<file path="src/gemm_pkg.sv">
// ~~~~~~~~~~~~~~~~~~~~
// shared sizes and types for the 4x4 gemm accelerator
// covers the simplified axi channel structs, base address config
// and the accumulator matrix handed from the multiply engine to the dma
// ~~~~~~~~~~~~~~~~~~~~

package gemm_pkg;

    // array edge, matrices are sa_width x sa_width
    localparam int sa_width = 4;
    localparam int elem_w   = 32;
    localparam int acc_w    = 64;
    // one buffer word holds one row or column of four elements
    localparam int buf_dw   = sa_width * elem_w;
    localparam int buf_aw   = 2;

    // axi len field, 16 beats per matrix
    localparam logic [7:0] burst_len = 8'd15;
    // read ids, A and B bursts share the read port
    localparam logic id_a = 1'b0;
    localparam logic id_b = 1'b1;

    // base addresses of the three matrices
    typedef struct packed {
        logic [31:0] a_addr;
        logic [31:0] b_addr;
        logic [31:0] c_addr;
    } dma_cfg_t;

    // read address channel, request side
    typedef struct packed {
        logic        valid;
        logic        id;
        logic [31:0] addr;
        logic [7:0]  len;
    } ar_req_t;

    // read data channel
    typedef struct packed {
        logic        valid;
        logic        id;
        logic [31:0] data;
        logic        last;
    } r_rsp_t;

    // write address channel
    typedef struct packed {
        logic        valid;
        logic [31:0] addr;
        logic [7:0]  len;
    } aw_req_t;

    // write data channel, full words only
    typedef struct packed {
        logic        valid;
        logic [31:0] data;
        logic        last;
    } w_req_t;

    // [row][col] of 64-bit accumulators
    typedef logic signed [sa_width-1:0][sa_width-1:0][acc_w-1:0] acc_mat_t;

endpackage

</file>
<file path="src/tile_buffer.sv">
// ~~~~~~~~~~~~~~~~~~~~
// tile buffer for one operand matrix
// dma side writes full words, mm side reads with one cycle latency
// ~~~~~~~~~~~~~~~~~~~~

`timescale 1ns/1ps

module tile_buffer (
    input  logic                          clk,
    input  logic                          wren_i,
    input  logic [gemm_pkg::buf_aw-1:0]   waddr_i,
    input  logic [gemm_pkg::buf_dw/8-1:0] wbe_i,
    input  logic [gemm_pkg::buf_dw-1:0]   wdata_i,
    input  logic [gemm_pkg::buf_aw-1:0]   raddr_i,
    output logic [gemm_pkg::buf_dw-1:0]   rdata_o
);
    import gemm_pkg::*;

    logic [buf_dw-1:0] mem [2**buf_aw];

    always_ff @(posedge clk) begin
        if (wren_i) begin
            // byte lanes
            for (int b = 0; b < buf_dw / 8; b++) begin
                if (wbe_i[b]) begin
                    mem[waddr_i][b*8 +: 8] <= wdata_i[b*8 +: 8];
                end
            end
        end
        // registered read, old data on a same-address write
        rdata_o <= mem[raddr_i];
    end

endmodule

</file>
<file path="config.mk">
export PLATFORM = sky130hd
export DESIGN_NAME = tile_buffer
export DESIGN_NICKNAME = d
export VERILOG_FILES = /design/src/gemm_pkg.sv /design/src/tile_buffer.sv
export SDC_FILE = /design/constraint.sdc
export NUM_CORES = 1
export LEC_CHECK = 0
export ABC_AREA = 0
export BUFFER_PORTS_ARGS = -buffer_cell sky130_fd_sc_hd__buf_2
export CAP_MARGIN = 20
export CORE_AREA = 2 2 278 280
export DETAILED_ROUTE_END_ITERATION = 8
export DIE_AREA = 0 0 280 282
export PLACE_DENSITY = 0.53
export SLEW_MARGIN = 20
export SYNTH_ARGS = -nofsm -noshare
export SYNTH_HDL_FRONTEND = slang
export SYNTH_SLANG_ARGS = --single-unit
</file>
<file path="constraint.sdc">
create_clock -name clk -period 2.6 [get_ports clk]
set_clock_uncertainty 0.15 [all_clocks]
set_input_delay 0.26 -clock clk [delete_from_list [all_inputs] [get_ports clk]]
set_output_delay 0.26 -clock clk [all_outputs]
set_load 0.1 [all_outputs]
</file>
==> flow_summary.toml <==
[global_routing]
antenna_found_initial = 5
grt_max_degree = 44
grt.total_usage_pct = 11.7
grt_pass1_wl_um = 68800
grt_pass1_vias = 11327
grt_overflow_total = 0

[sta]
setup_viol = 0
fin_crit_sh_pct = 73.3
drv_slew = 0
finalSetupTns_ns = 0
slew_headroom_pct = 59.5
setup_slack_ns = 0.693
hold_viol_final = 0
tightest_slew_ns = 0.607
rsz0062_at_grt = "no"
period_needed_ns = 1.91
whs_ns = 0.0947
clock.fmax_mhz = 524

[critical_path]
crit_chain = "buf_2"
critPathLaunchType = "register"
crit_path_end_kind = "output port"
crit_buf_inv = 1
slowest_delay_ns = 0.47
crit_cells = 1
rr_worst_depth = 1
rr_endpoint = "rdata_o[80]$_DFF_P_"
reg2reg_slack_ns = 1.42
path_class = "reg -> out"
critical_path.startpoint = "rdata_o[3]$_DFF_P_"
required_ns = 2.19
critical-path-top-delay-family = "buffers and inverters"
arrival_ns = 1.50
r2r_start = "mem[3][80]$_DFFE_PP_"
worstSetupEndpoint = "rdata_o[3]"
slowest_stage = "buf_2"
critPathMaxFanout = 1

[detailed_routing]
via_count = 10331
drt-vias-per-instance = 4.30
routed_wl_um = 46200
drt_iter0_drc = 493
drcViolationCount = 0
wl_per_cell_um = 19.2
ant_nets = 0
dr.pass1.iters = 4

[pwr]
power.total_mw = 23.9
p_per_area_nw_per_um2 = 848
leakage_nw = 9.92
ir_drop_mv = 0.945

[outcome]
status = "completed"

[yosys]
synth_area_leaders = "edfxtp_1 (70%), mux4_2 (13%), dfxtp_1 (12%)"
synthesis.nets = 1031
netlist.area_leader.share_pct = 70.4
yosysWarnings = 0
synth_compound_area_share_pct = 0
synth-seq-cells = 640
syn_inst = 881
synthMuxAreaShare_pct = 13.2
synth_area_um2 = 21800
yosysTopAreaCell = "edfxtp_1"
synth_top_family_by_area = "multiplexers"
synth_xor_area_share_pct = 0
yosys.area_share.simple_pct = 2.84
synth_area_per_cell_um2 = 24.8
ys_seq_area_share_pct = 82.2
synthAdderAreaFrac_pct = 0
yosysUniqueCellTypes = 10

[die]
row_count = 101
die_width_um = 280
core_um2 = 75700
die-area_um2 = 79000
die_y_um = 282
start_util_pct = 28.8
io_pins = 278

[cts]
cts_buffers = 70
tritoncts = "done"
clk_latency_ns = 0.60
cts.clk_slew.worst_paths_ns = 0.06
clockBufferDepth = 3
cts-root-buf = "clkbuf_16"
cts_setup_buffers = 0
cts_max_level = 3
cts_sinks = 640

[placement]
portBuffers = 277
gp_congestion = 0.717
dp_slack_ns = 0.630
dp_cells = 2135
placed_area_um2 = 24500
hpwl_um = 30600

[hold_path]
hp-class = "in -> reg"

[finish]
syn_to_final_growth_pct = 29.2
stdcell_area_um2 = 28200
nets = 1512
instances_no_fill = 2400
fin_util_pct = 37.3
drive_gt1_share_pct = 40.0

[flow_run]
maxCapViolations = 0
sequential cells by signal, indices dropped and copies added (netlist names):
name,cells
mem,512
rdata_o,128
cells in the final DEF (no fill, tap or decap), types with 2 or more instances in the layout:
master / Yosys / final
edfxtp_1: 512 / 512
buf_2: 14 / 275
dlygate4sd3_1: 0 / 133
mux4_2: 128 / 128
dfxtp_1: 128 / 128
clkbuf_16: 0 / 71
buf_4: 0 / 42
and4b_1: 32 / 32
and4_1: 16 / 16
clkinv_2: 0 / 16
clkbuf_1: 21 / 12
nor4bb_1: 16 / 11
clkinv_1: 0 / 8
clkbuf_8: 0 / 7
bufinv_16: 0 / 6
buf_12: 10 / 6
nor4bb_2: 0 / 5
inv_6: 0 / 3
diode_2: 0 / 2
clkinv_8: 0 / 2
inv_16: 0 / 2
clkinvlp_4: 0 / 2
cells in the mapped netlist, drive strengths merged:
master,n
and4b,32
buf,28
and4,16
mux4,128
nor4bb,16
clkbuf,21
edfxtp,512
dfxtp,128
where the power goes:
group | switching [mW] | internal (mW)
sequential | 0.111 | 11.5
clock | 4.04 | 5.88
combinational | 1.75 | 0.641
total | 5.91 | 18.0
repair_timing:
item | in CTS | in global routing
hold buffers | 133 | 0
endpoints found under the setup margin | 0 | 0
endpoints found under the hold margin | 518 | 0
resized for setup | 0 | 0
routing by layer:
layer | wire length, µm | GRT usage [%]
met1 | 19300 | 14.3
met3 | 3150 | 3.97
met4 | 907 | 3.59
met2 | 22800 | 19.5
met5 | 55 | 0
kinds of logic (layout without fill, tap and decap cells):
family | count (synthesis) | count (layout)
and+or+nand+nor | 64 | 64
buffers and inverters | 49 | 588
other | 0 | 2
DFF | 640 | 640
muxes | 128 | 128
cell type report:
class                           instances  area [µm²]
Antenna cell                            2        5.00
Clock buffer                           90        1920
Clock inverter                         40         415
Fill cell                            6914       47500
Multi-Input combinational cell        192        3530
Sequential cell                       640       17900
Tap cell                              978        1220
Timing Repair Buffer                  458        3170
how the worst min path moves through the flow:
stage	endpoint	from	slack [ns]	cells after the start
floorplan	mem[0][0]$_DFFE_PP_	wdata_i[0]	0.21	0
global placement	mem[1][102]$_DFFE_PP_	wdata_i[102]	0.32	1
detailed placement	mem[1][93]$_DFFE_PP_	wdata_i[93]	0.33	1
CTS	mem[0][125]$_DFFE_PP_	wbe_i[15]	0.04	3
global route	mem[0][44]$_DFFE_PP_	wbe_i[5]	0.06	3
finish	rdata_o[119]$_DFF_P_	raddr_i[1]	0.09	2
Note: power is estimated with default switching activity, not from simulation.
