**src/gemm_pkg.sv**
```systemverilog
// ~~~~~~~~~~~~~~~~~~~~
// shared sizes and types for the 4x4 gemm accelerator
// covers the simplified axi channel structs, base address config
// and the accumulator matrix handed from the multiply engine to the dma
// ~~~~~~~~~~~~~~~~~~~~

package gemm_pkg;

    // array edge, matrices are sa_width x sa_width
    localparam int sa_width = 4;
    localparam int elem_w   = 32;
    localparam int acc_w    = 64;
    // one buffer word holds one row or column of four elements
    localparam int buf_dw   = sa_width * elem_w;
    localparam int buf_aw   = 2;

    // axi len field, 16 beats per matrix
    localparam logic [7:0] burst_len = 8'd15;
    // read ids, A and B bursts share the read port
    localparam logic id_a = 1'b0;
    localparam logic id_b = 1'b1;

    // base addresses of the three matrices
    typedef struct packed {
        logic [31:0] a_addr;
        logic [31:0] b_addr;
        logic [31:0] c_addr;
    } dma_cfg_t;

    // read address channel, request side
    typedef struct packed {
        logic        valid;
        logic        id;
        logic [31:0] addr;
        logic [7:0]  len;
    } ar_req_t;

    // read data channel
    typedef struct packed {
        logic        valid;
        logic        id;
        logic [31:0] data;
        logic        last;
    } r_rsp_t;

    // write address channel
    typedef struct packed {
        logic        valid;
        logic [31:0] addr;
        logic [7:0]  len;
    } aw_req_t;

    // write data channel, full words only
    typedef struct packed {
        logic        valid;
        logic [31:0] data;
        logic        last;
    } w_req_t;

    // [row][col] of 64-bit accumulators
    typedef logic signed [sa_width-1:0][sa_width-1:0][acc_w-1:0] acc_mat_t;

endpackage

```
**src/dma_engine.sv**
```systemverilog
// ~~~~~~~~~~~~~~~~~~~~
// dma control for one gemm run
// fetches A and B over the axi read port, packs beats into the buffers,
// kicks the multiply engine and writes C back as a single burst
// ~~~~~~~~~~~~~~~~~~~~

`timescale 1ns/1ps

module dma_engine (
    input  logic                          clk,
    input  logic                          rst_n,
    input  gemm_pkg::dma_cfg_t            cfg_i,
    input  logic                          start_i,
    output logic                          done_o,
    output gemm_pkg::ar_req_t             ar_o,
    input  logic                          arready_i,
    input  gemm_pkg::r_rsp_t              r_i,
    output logic                          rready_o,
    output gemm_pkg::aw_req_t             aw_o,
    input  logic                          awready_i,
    output gemm_pkg::w_req_t              w_o,
    input  logic                          wready_i,
    input  logic                          bvalid_i,
    output logic                          bready_o,
    output logic                          buf_a_wren_o,
    output logic [gemm_pkg::buf_aw-1:0]   buf_a_waddr_o,
    output logic [gemm_pkg::buf_dw/8-1:0] buf_a_wbe_o,
    output logic [gemm_pkg::buf_dw-1:0]   buf_a_wdata_o,
    output logic                          buf_b_wren_o,
    output logic [gemm_pkg::buf_aw-1:0]   buf_b_waddr_o,
    output logic [gemm_pkg::buf_dw/8-1:0] buf_b_wbe_o,
    output logic [gemm_pkg::buf_dw-1:0]   buf_b_wdata_o,
    output logic                          mm_start_o,
    input  logic                          mm_done_i,
    input  gemm_pkg::acc_mat_t            accum_i
);
    import gemm_pkg::*;

    typedef enum logic [2:0] {
        ST_IDLE, ST_ADDR_A, ST_ADDR_B, ST_LOAD,
        ST_WAIT_MM, ST_ADDR_C, ST_WRITE_C, ST_WAIT_B
    } state_t;

    state_t     state;
    // beat position inside the current word, per id
    logic [1:0] beat_a;
    logic [1:0] beat_b;
    logic       full_a;
    logic       full_b;
    logic       full_a_nxt;
    logic       full_b_nxt;
    logic       hit_a;
    logic       hit_b;
    // write-back beat, row in [3:2], column in [1:0]
    logic [3:0] beat_c;

    // accepted read beats, routed by id
    assign hit_a = rready_o && r_i.valid && (r_i.id == id_a);
    assign hit_b = rready_o && r_i.valid && (r_i.id == id_b);

    // last word lands when the write address is all ones
    assign full_a_nxt = full_a || (buf_a_wren_o && (&buf_a_waddr_o));
    assign full_b_nxt = full_b || (buf_b_wren_o && (&buf_b_waddr_o));

    assign buf_a_wbe_o = '1;
    assign buf_b_wbe_o = '1;

    always_ff @(posedge clk) begin
        if (!rst_n) begin
            state         <= ST_IDLE;
            beat_a        <= '0;
            beat_b        <= '0;
            beat_c        <= '0;
            full_a        <= 1'b0;
            full_b        <= 1'b0;
            buf_a_wren_o  <= 1'b0;
            buf_b_wren_o  <= 1'b0;
            buf_a_waddr_o <= '0;
            buf_b_waddr_o <= '0;
            mm_start_o    <= 1'b0;
            done_o        <= 1'b0;
        end else begin
            // single-cycle strobes
            buf_a_wren_o <= 1'b0;
            buf_b_wren_o <= 1'b0;
            mm_start_o   <= 1'b0;
            done_o       <= 1'b0;

            // every fourth beat of an id completes a word
            if (hit_a) begin
                beat_a <= beat_a + 2'd1;
                if (&beat_a) begin
                    buf_a_wren_o <= 1'b1;
                end
            end
            if (hit_b) begin
                beat_b <= beat_b + 2'd1;
                if (&beat_b) begin
                    buf_b_wren_o <= 1'b1;
                end
            end
            // step to the next word after each write
            if (buf_a_wren_o) begin
                buf_a_waddr_o <= buf_a_waddr_o + 1'b1;
            end
            if (buf_b_wren_o) begin
                buf_b_waddr_o <= buf_b_waddr_o + 1'b1;
            end
            full_a <= full_a_nxt;
            full_b <= full_b_nxt;

            case (state)
                ST_IDLE: begin
                    if (start_i) begin
                        state         <= ST_ADDR_A;
                        beat_a        <= '0;
                        beat_b        <= '0;
                        full_a        <= 1'b0;
                        full_b        <= 1'b0;
                        buf_a_waddr_o <= '0;
                        buf_b_waddr_o <= '0;
                    end
                end
                ST_ADDR_A: begin
                    if (arready_i) begin
                        state <= ST_ADDR_B;
                    end
                end
                ST_ADDR_B: begin
                    if (arready_i) begin
                        state <= ST_LOAD;
                    end
                end
                ST_LOAD: begin
                    // both buffers complete, start the multiply next cycle
                    if (full_a_nxt && full_b_nxt) begin
                        mm_start_o <= 1'b1;
                        state      <= ST_WAIT_MM;
                    end
                end
                ST_WAIT_MM: begin
                    if (mm_done_i) begin
                        state <= ST_ADDR_C;
                    end
                end
                ST_ADDR_C: begin
                    if (awready_i) begin
                        state  <= ST_WRITE_C;
                        beat_c <= '0;
                    end
                end
                ST_WRITE_C: begin
                    // count only accepted beats
                    if (wready_i) begin
                        beat_c <= beat_c + 4'd1;
                        if (&beat_c) begin
                            state <= ST_WAIT_B;
                        end
                    end
                end
                ST_WAIT_B: begin
                    if (bvalid_i) begin
                        done_o <= 1'b1;
                        state  <= ST_IDLE;
                    end
                end
                default: begin
                    state <= ST_IDLE;
                end
            endcase
        end
    end

    // beat packing, earliest beat ends up in lane 3
    always_ff @(posedge clk) begin
        if (hit_a) begin
            buf_a_wdata_o <= {buf_a_wdata_o[buf_dw-elem_w-1:0], r_i.data};
        end
        if (hit_b) begin
            buf_b_wdata_o <= {buf_b_wdata_o[buf_dw-elem_w-1:0], r_i.data};
        end
    end

    // channel outputs follow the state, fields stay stable while waiting
    always_comb begin
        ar_o.valid = (state == ST_ADDR_A) || (state == ST_ADDR_B);
        ar_o.id    = (state == ST_ADDR_B) ? id_b : id_a;
        ar_o.addr  = (state == ST_ADDR_B) ? cfg_i.b_addr : cfg_i.a_addr;
        ar_o.len   = burst_len;
        // A beats may already come back while B's address waits
        rready_o   = (state == ST_ADDR_B) || (state == ST_LOAD);
        aw_o.valid = (state == ST_ADDR_C);
        aw_o.addr  = cfg_i.c_addr;
        aw_o.len   = burst_len;
        // low word of the accumulator, row-major order
        w_o.valid  = (state == ST_WRITE_C);
        w_o.data   = accum_i[beat_c[3:2]][beat_c[1:0]][elem_w-1:0];
        w_o.last   = &beat_c;
        bready_o   = (state == ST_WAIT_B);
    end

endmodule

```
**config.mk**
```make
export PLATFORM = sky130hd
export DESIGN_NAME = dma_engine
export DESIGN_NICKNAME = d
export VERILOG_FILES = /design/src/gemm_pkg.sv /design/src/dma_engine.sv
export SDC_FILE = /design/constraint.sdc
export NUM_CORES = 1
export LEC_CHECK = 0
export ABC_AREA = 1
export BUFFER_PORTS_ARGS = -buffer_cell sky130_fd_sc_hd__buf_2
export CAP_MARGIN = 15
export CORE_AREA = 2 2 606 608
export CTS_CLUSTER_SIZE = 25
export DETAILED_ROUTE_END_ITERATION = 8
export DIE_AREA = 0 0 608 610
export PLACE_DENSITY = 0.3
export SYNTH_ARGS = -nofsm -noshare
export SYNTH_HDL_FRONTEND = slang
export SYNTH_SLANG_ARGS = --single-unit
```
**constraint.sdc**
```tcl
create_clock -name clk -period 11.6 [get_ports clk]
set_input_delay 0.58 -clock clk [delete_from_list [all_inputs] [get_ports clk]]
set_output_delay 0.58 -clock clk [all_outputs]
set_load 0.1 [all_outputs]
```
==> impl_metrics.tcl <==
set metrics [dict create \
    status "finished, final reports clean" \
    final_common_cell "buf_2" \
    min_period_ps 5000 \
    power.clock.fraction_pct 24.6 \
    seq_area_frac_synth_pct 55.5 \
    num_io_pins 1578 \
    hold_buffers 0 \
    cts.sinks 277 \
    setup_tns_ps 0 \
    period_share_pct 43.1 \
    remaining_drc_errors 0 \
    antenna_found_initial 139 \
    rsz0062_at_grt "no" \
    final_area_um2 25900 \
    p_seq_share_pct 28.1 \
    p_leak_nw 9.64 \
    die_y_um 610 \
    rows 222 \
    setup_viol 0 \
    cp-end-kind "primary output" \
    crit_type "register to primary output" \
    fin_nets 3720 \
    cts_tree "built" \
    slew_headroom_pct 12.5 \
    cp-start-kind "register" \
    worstMarginPinSlew_ps 1300 \
    clock_skew_ps 17.7 \
    dr.first_iter.drc_count 1119 \
    whs_endpoint "buf_a_wdata_o[7]$_DFFE_PP_" \
    async_flop_share_pct 0 \
    comb_power_share_pct 47.3 \
    holdWs_ps 206 \
    wl_per_cell_um 22.0 \
    areaGrowthSynthToFinish_pct 77.6 \
    synth_simple_gate_area_share_pct 19.0 \
    drt-total-wl_mm 163 \
    place_ws_ps 6930 \
    utilization_pct 7.11 \
    p_switching_mw 2.36 \
    internal-power_mw 2.07 \
    grtUsageTotal_pct 8.40 \
    worstPathMaxFanout 84 \
    syn_area_um2 14600 \
    root_buffer "clkbuf_16" \
    reg2reg_to "buf_b_wdata_o[13]$_DFFE_PP_" \
    port_buffers 952 \
    r2r_start "state[0]$_SDFFE_PN0P_" \
    synth_seq_cells 277 \
    power_mw 4.43 \
    synth-edff-count 256 \
    drtAntennaViolNets 0 \
    first_pass_iters 7 \
    clockBufferDepth 3 \
    r2r_cells 8 \
    dp_cells 7326 \
    hold_start "r_i[8]" \
    die_x_um 608 \
    power_density_nw_per_um2 171 \
    yosys.cell_types.count 26 \
    synth_mux_area_share_pct 0.137 \
    yosys_warnings 0 \
    timing.final.ws_setup_ps 6600 \
    synth_area_per_cell_um2 8.77 \
    synth_top_family_by_area "simple AND/OR/NAND/NOR gates" \
    placed_area_um2 24800 \
    synth_top_flop_cell "edfxtp_1" \
    die_area_um2 371000 \
    reg2reg_slack_ps 8330 \
    path_clk_slew_ps 60 \
    clock_latency_ps 570 \
    gp_congestion 0.876 \
    final-instance-count-excl-fill 7406 \
    synth_compound_area_share_pct 14.7 \
    cap_violations 0 \
    drv_slew 0 \
    grt_overflow_total 0 \
    numCtsBuffers 36 \
    synth_fa_ha_area_share_pct 0.771 \
    synth-xor-area-share_pct 0.300 \
    hpwl_mm 146 \
    finalHoldViolCount 0 \
    drive_above_1_share_pct 41.2 \
    grt_first_pass_wirelength_mm 196 \
    cp.required_ps 11020 \
    post_cts_buffers 0 \
    grt_pass1_vias 15700 \
    dr_total_vias 16400 \
    worst_ir_drop_vdd_mv 0.0988 \
    cts_resized 0 \
    placeableCoreArea_um2 364000 \
    min_path_type "input port to register" \
    initial_core_util_pct 4.01 \
    cp_data_arrival_time_ps 4420 \
    synthCells 1665 \
    switching_share_pct 53.2 \
    htree_levels 2 \
    max_freq_ghz 0.200 \
    vias_per_cell 2.21 \
    layout_common_cells "952 x buf_2, 417 x nor2_1, 256 x nand2_1, 256 x edfxtp_1, 200 x o21ai_0" \
    grt_start_max_net_pins 143 \
    min_path_cells 1 \
]
-- layer usage --
metal / global-route usage [%] / vias to the layer above / routed length [µm]
met3: 3.46 / 284 / 15800
met5: 0 / - / 313
met4: 1.44 / 50 / 3570
met1: 10.6 / 7752 / 70800
li1: - / 7312 / -
met2: 13.4 / 977 / 72600
-- flip-flops by register name, summed over array words and instances, names as in the netlist --
register and cells:
beat_a 2, full_b 1, state 3, buf_b_waddr_o 2, beat_b 2, buf_a_waddr_o 2
buf_b_wren_o 1, buf_a_wdata_o 128, mm_start_o 1, full_a 1, buf_b_wdata_o 128, beat_c 4
done_o 1, buf_a_wren_o 1
-- power groups by stage --
stage	combinational (mW)	clock, mW	sequential, mW
floorplan	1.02	0	1.69
global placement	2.17	0	1.27
detailed placement	2.17	0	1.27
CTS	2.17	1.15	1.25
global route	2.22	1.19	1.26
finish	2.10	1.09	1.25
-- layout make-up --
cell class	count	area, µm²
Antenna cell	17	42.5
Clock buffer	46	960
Clock inverter	17	134
Fill cell	43100	339000
Inverter	62	250
Multi-Input combinational cell	1183	5330
Sequential cell	277	8120
Tap cell	4816	6030
Timing Repair Buffer	988	5060
-- cell usage after synthesis, types with 2 or more instances --
library cell / n / share of area [%]
ha_1: 9 / 0.77
nand3_1: 44 / 1.5
nor2_1: 418 / 11
o21ai_0: 231 / 7.9
mux2i_1: 2 / 0.14
edfxtp_1: 256 / 53
conb_1: 2 / 0.051
inv_1: 60 / 1.5
buf_6: 9 / 0.69
nand2_1: 256 / 6.6
clkbuf_1: 57 / 1.5
buf_1: 8 / 0.21
buf_2: 26 / 0.89
a21oi_1: 4 / 0.14
buf_4: 88 / 4.5
xnor2_1: 2 / 0.12
dfxtp_1: 21 / 2.9
o21ai_1: 96 / 3.3
nand3b_1: 2 / 0.10
xor2_1: 3 / 0.18
nor3_1: 3 / 0.10
o211ai_1: 64 / 3.3
-- worst max-delay path by stage --
stage / from / to / cells after the start
finish: beat_c[2]$_SDFFE_PN0P_ / w_o[25] / 9
global route: beat_c[2]$_SDFFE_PN0P_ / w_o[8] / 9
CTS: beat_c[2]$_SDFFE_PN0P_ / w_o[27] / 7
detailed placement: beat_c[2]$_SDFFE_PN0P_ / w_o[27] / 7
global placement: beat_c[2]$_SDFFE_PN0P_ / w_o[27] / 7
floorplan: state[0]$_SDFFE_PN0P_ / buf_b_wdata_o[0]$_DFFE_PP_ / 7
-- cell families (layout without fill, tap and decap cells) --
group / Yosys count / count (layout)
compound gates: 396 / 396
xor+xnor: 5 / 5
fa+ha+maj: 9 / 9
buf+inv: 251 / 1113
flops: 277 / 277
mux: 2 / 2
other cells: 2 / 65
simple gates: 723 / 723
-- critical path, stage by stage, from the launching register on --
cell and delay, ps:
dfxtp_4 720, buf_4 510, buf_4 680, o21ai_0 200, o21ai_1 420, nand2_1 90
nand2_1 80, inv_1 40, nand2_1 50, buf_2 770
Power figures use the tool's default switching activity.
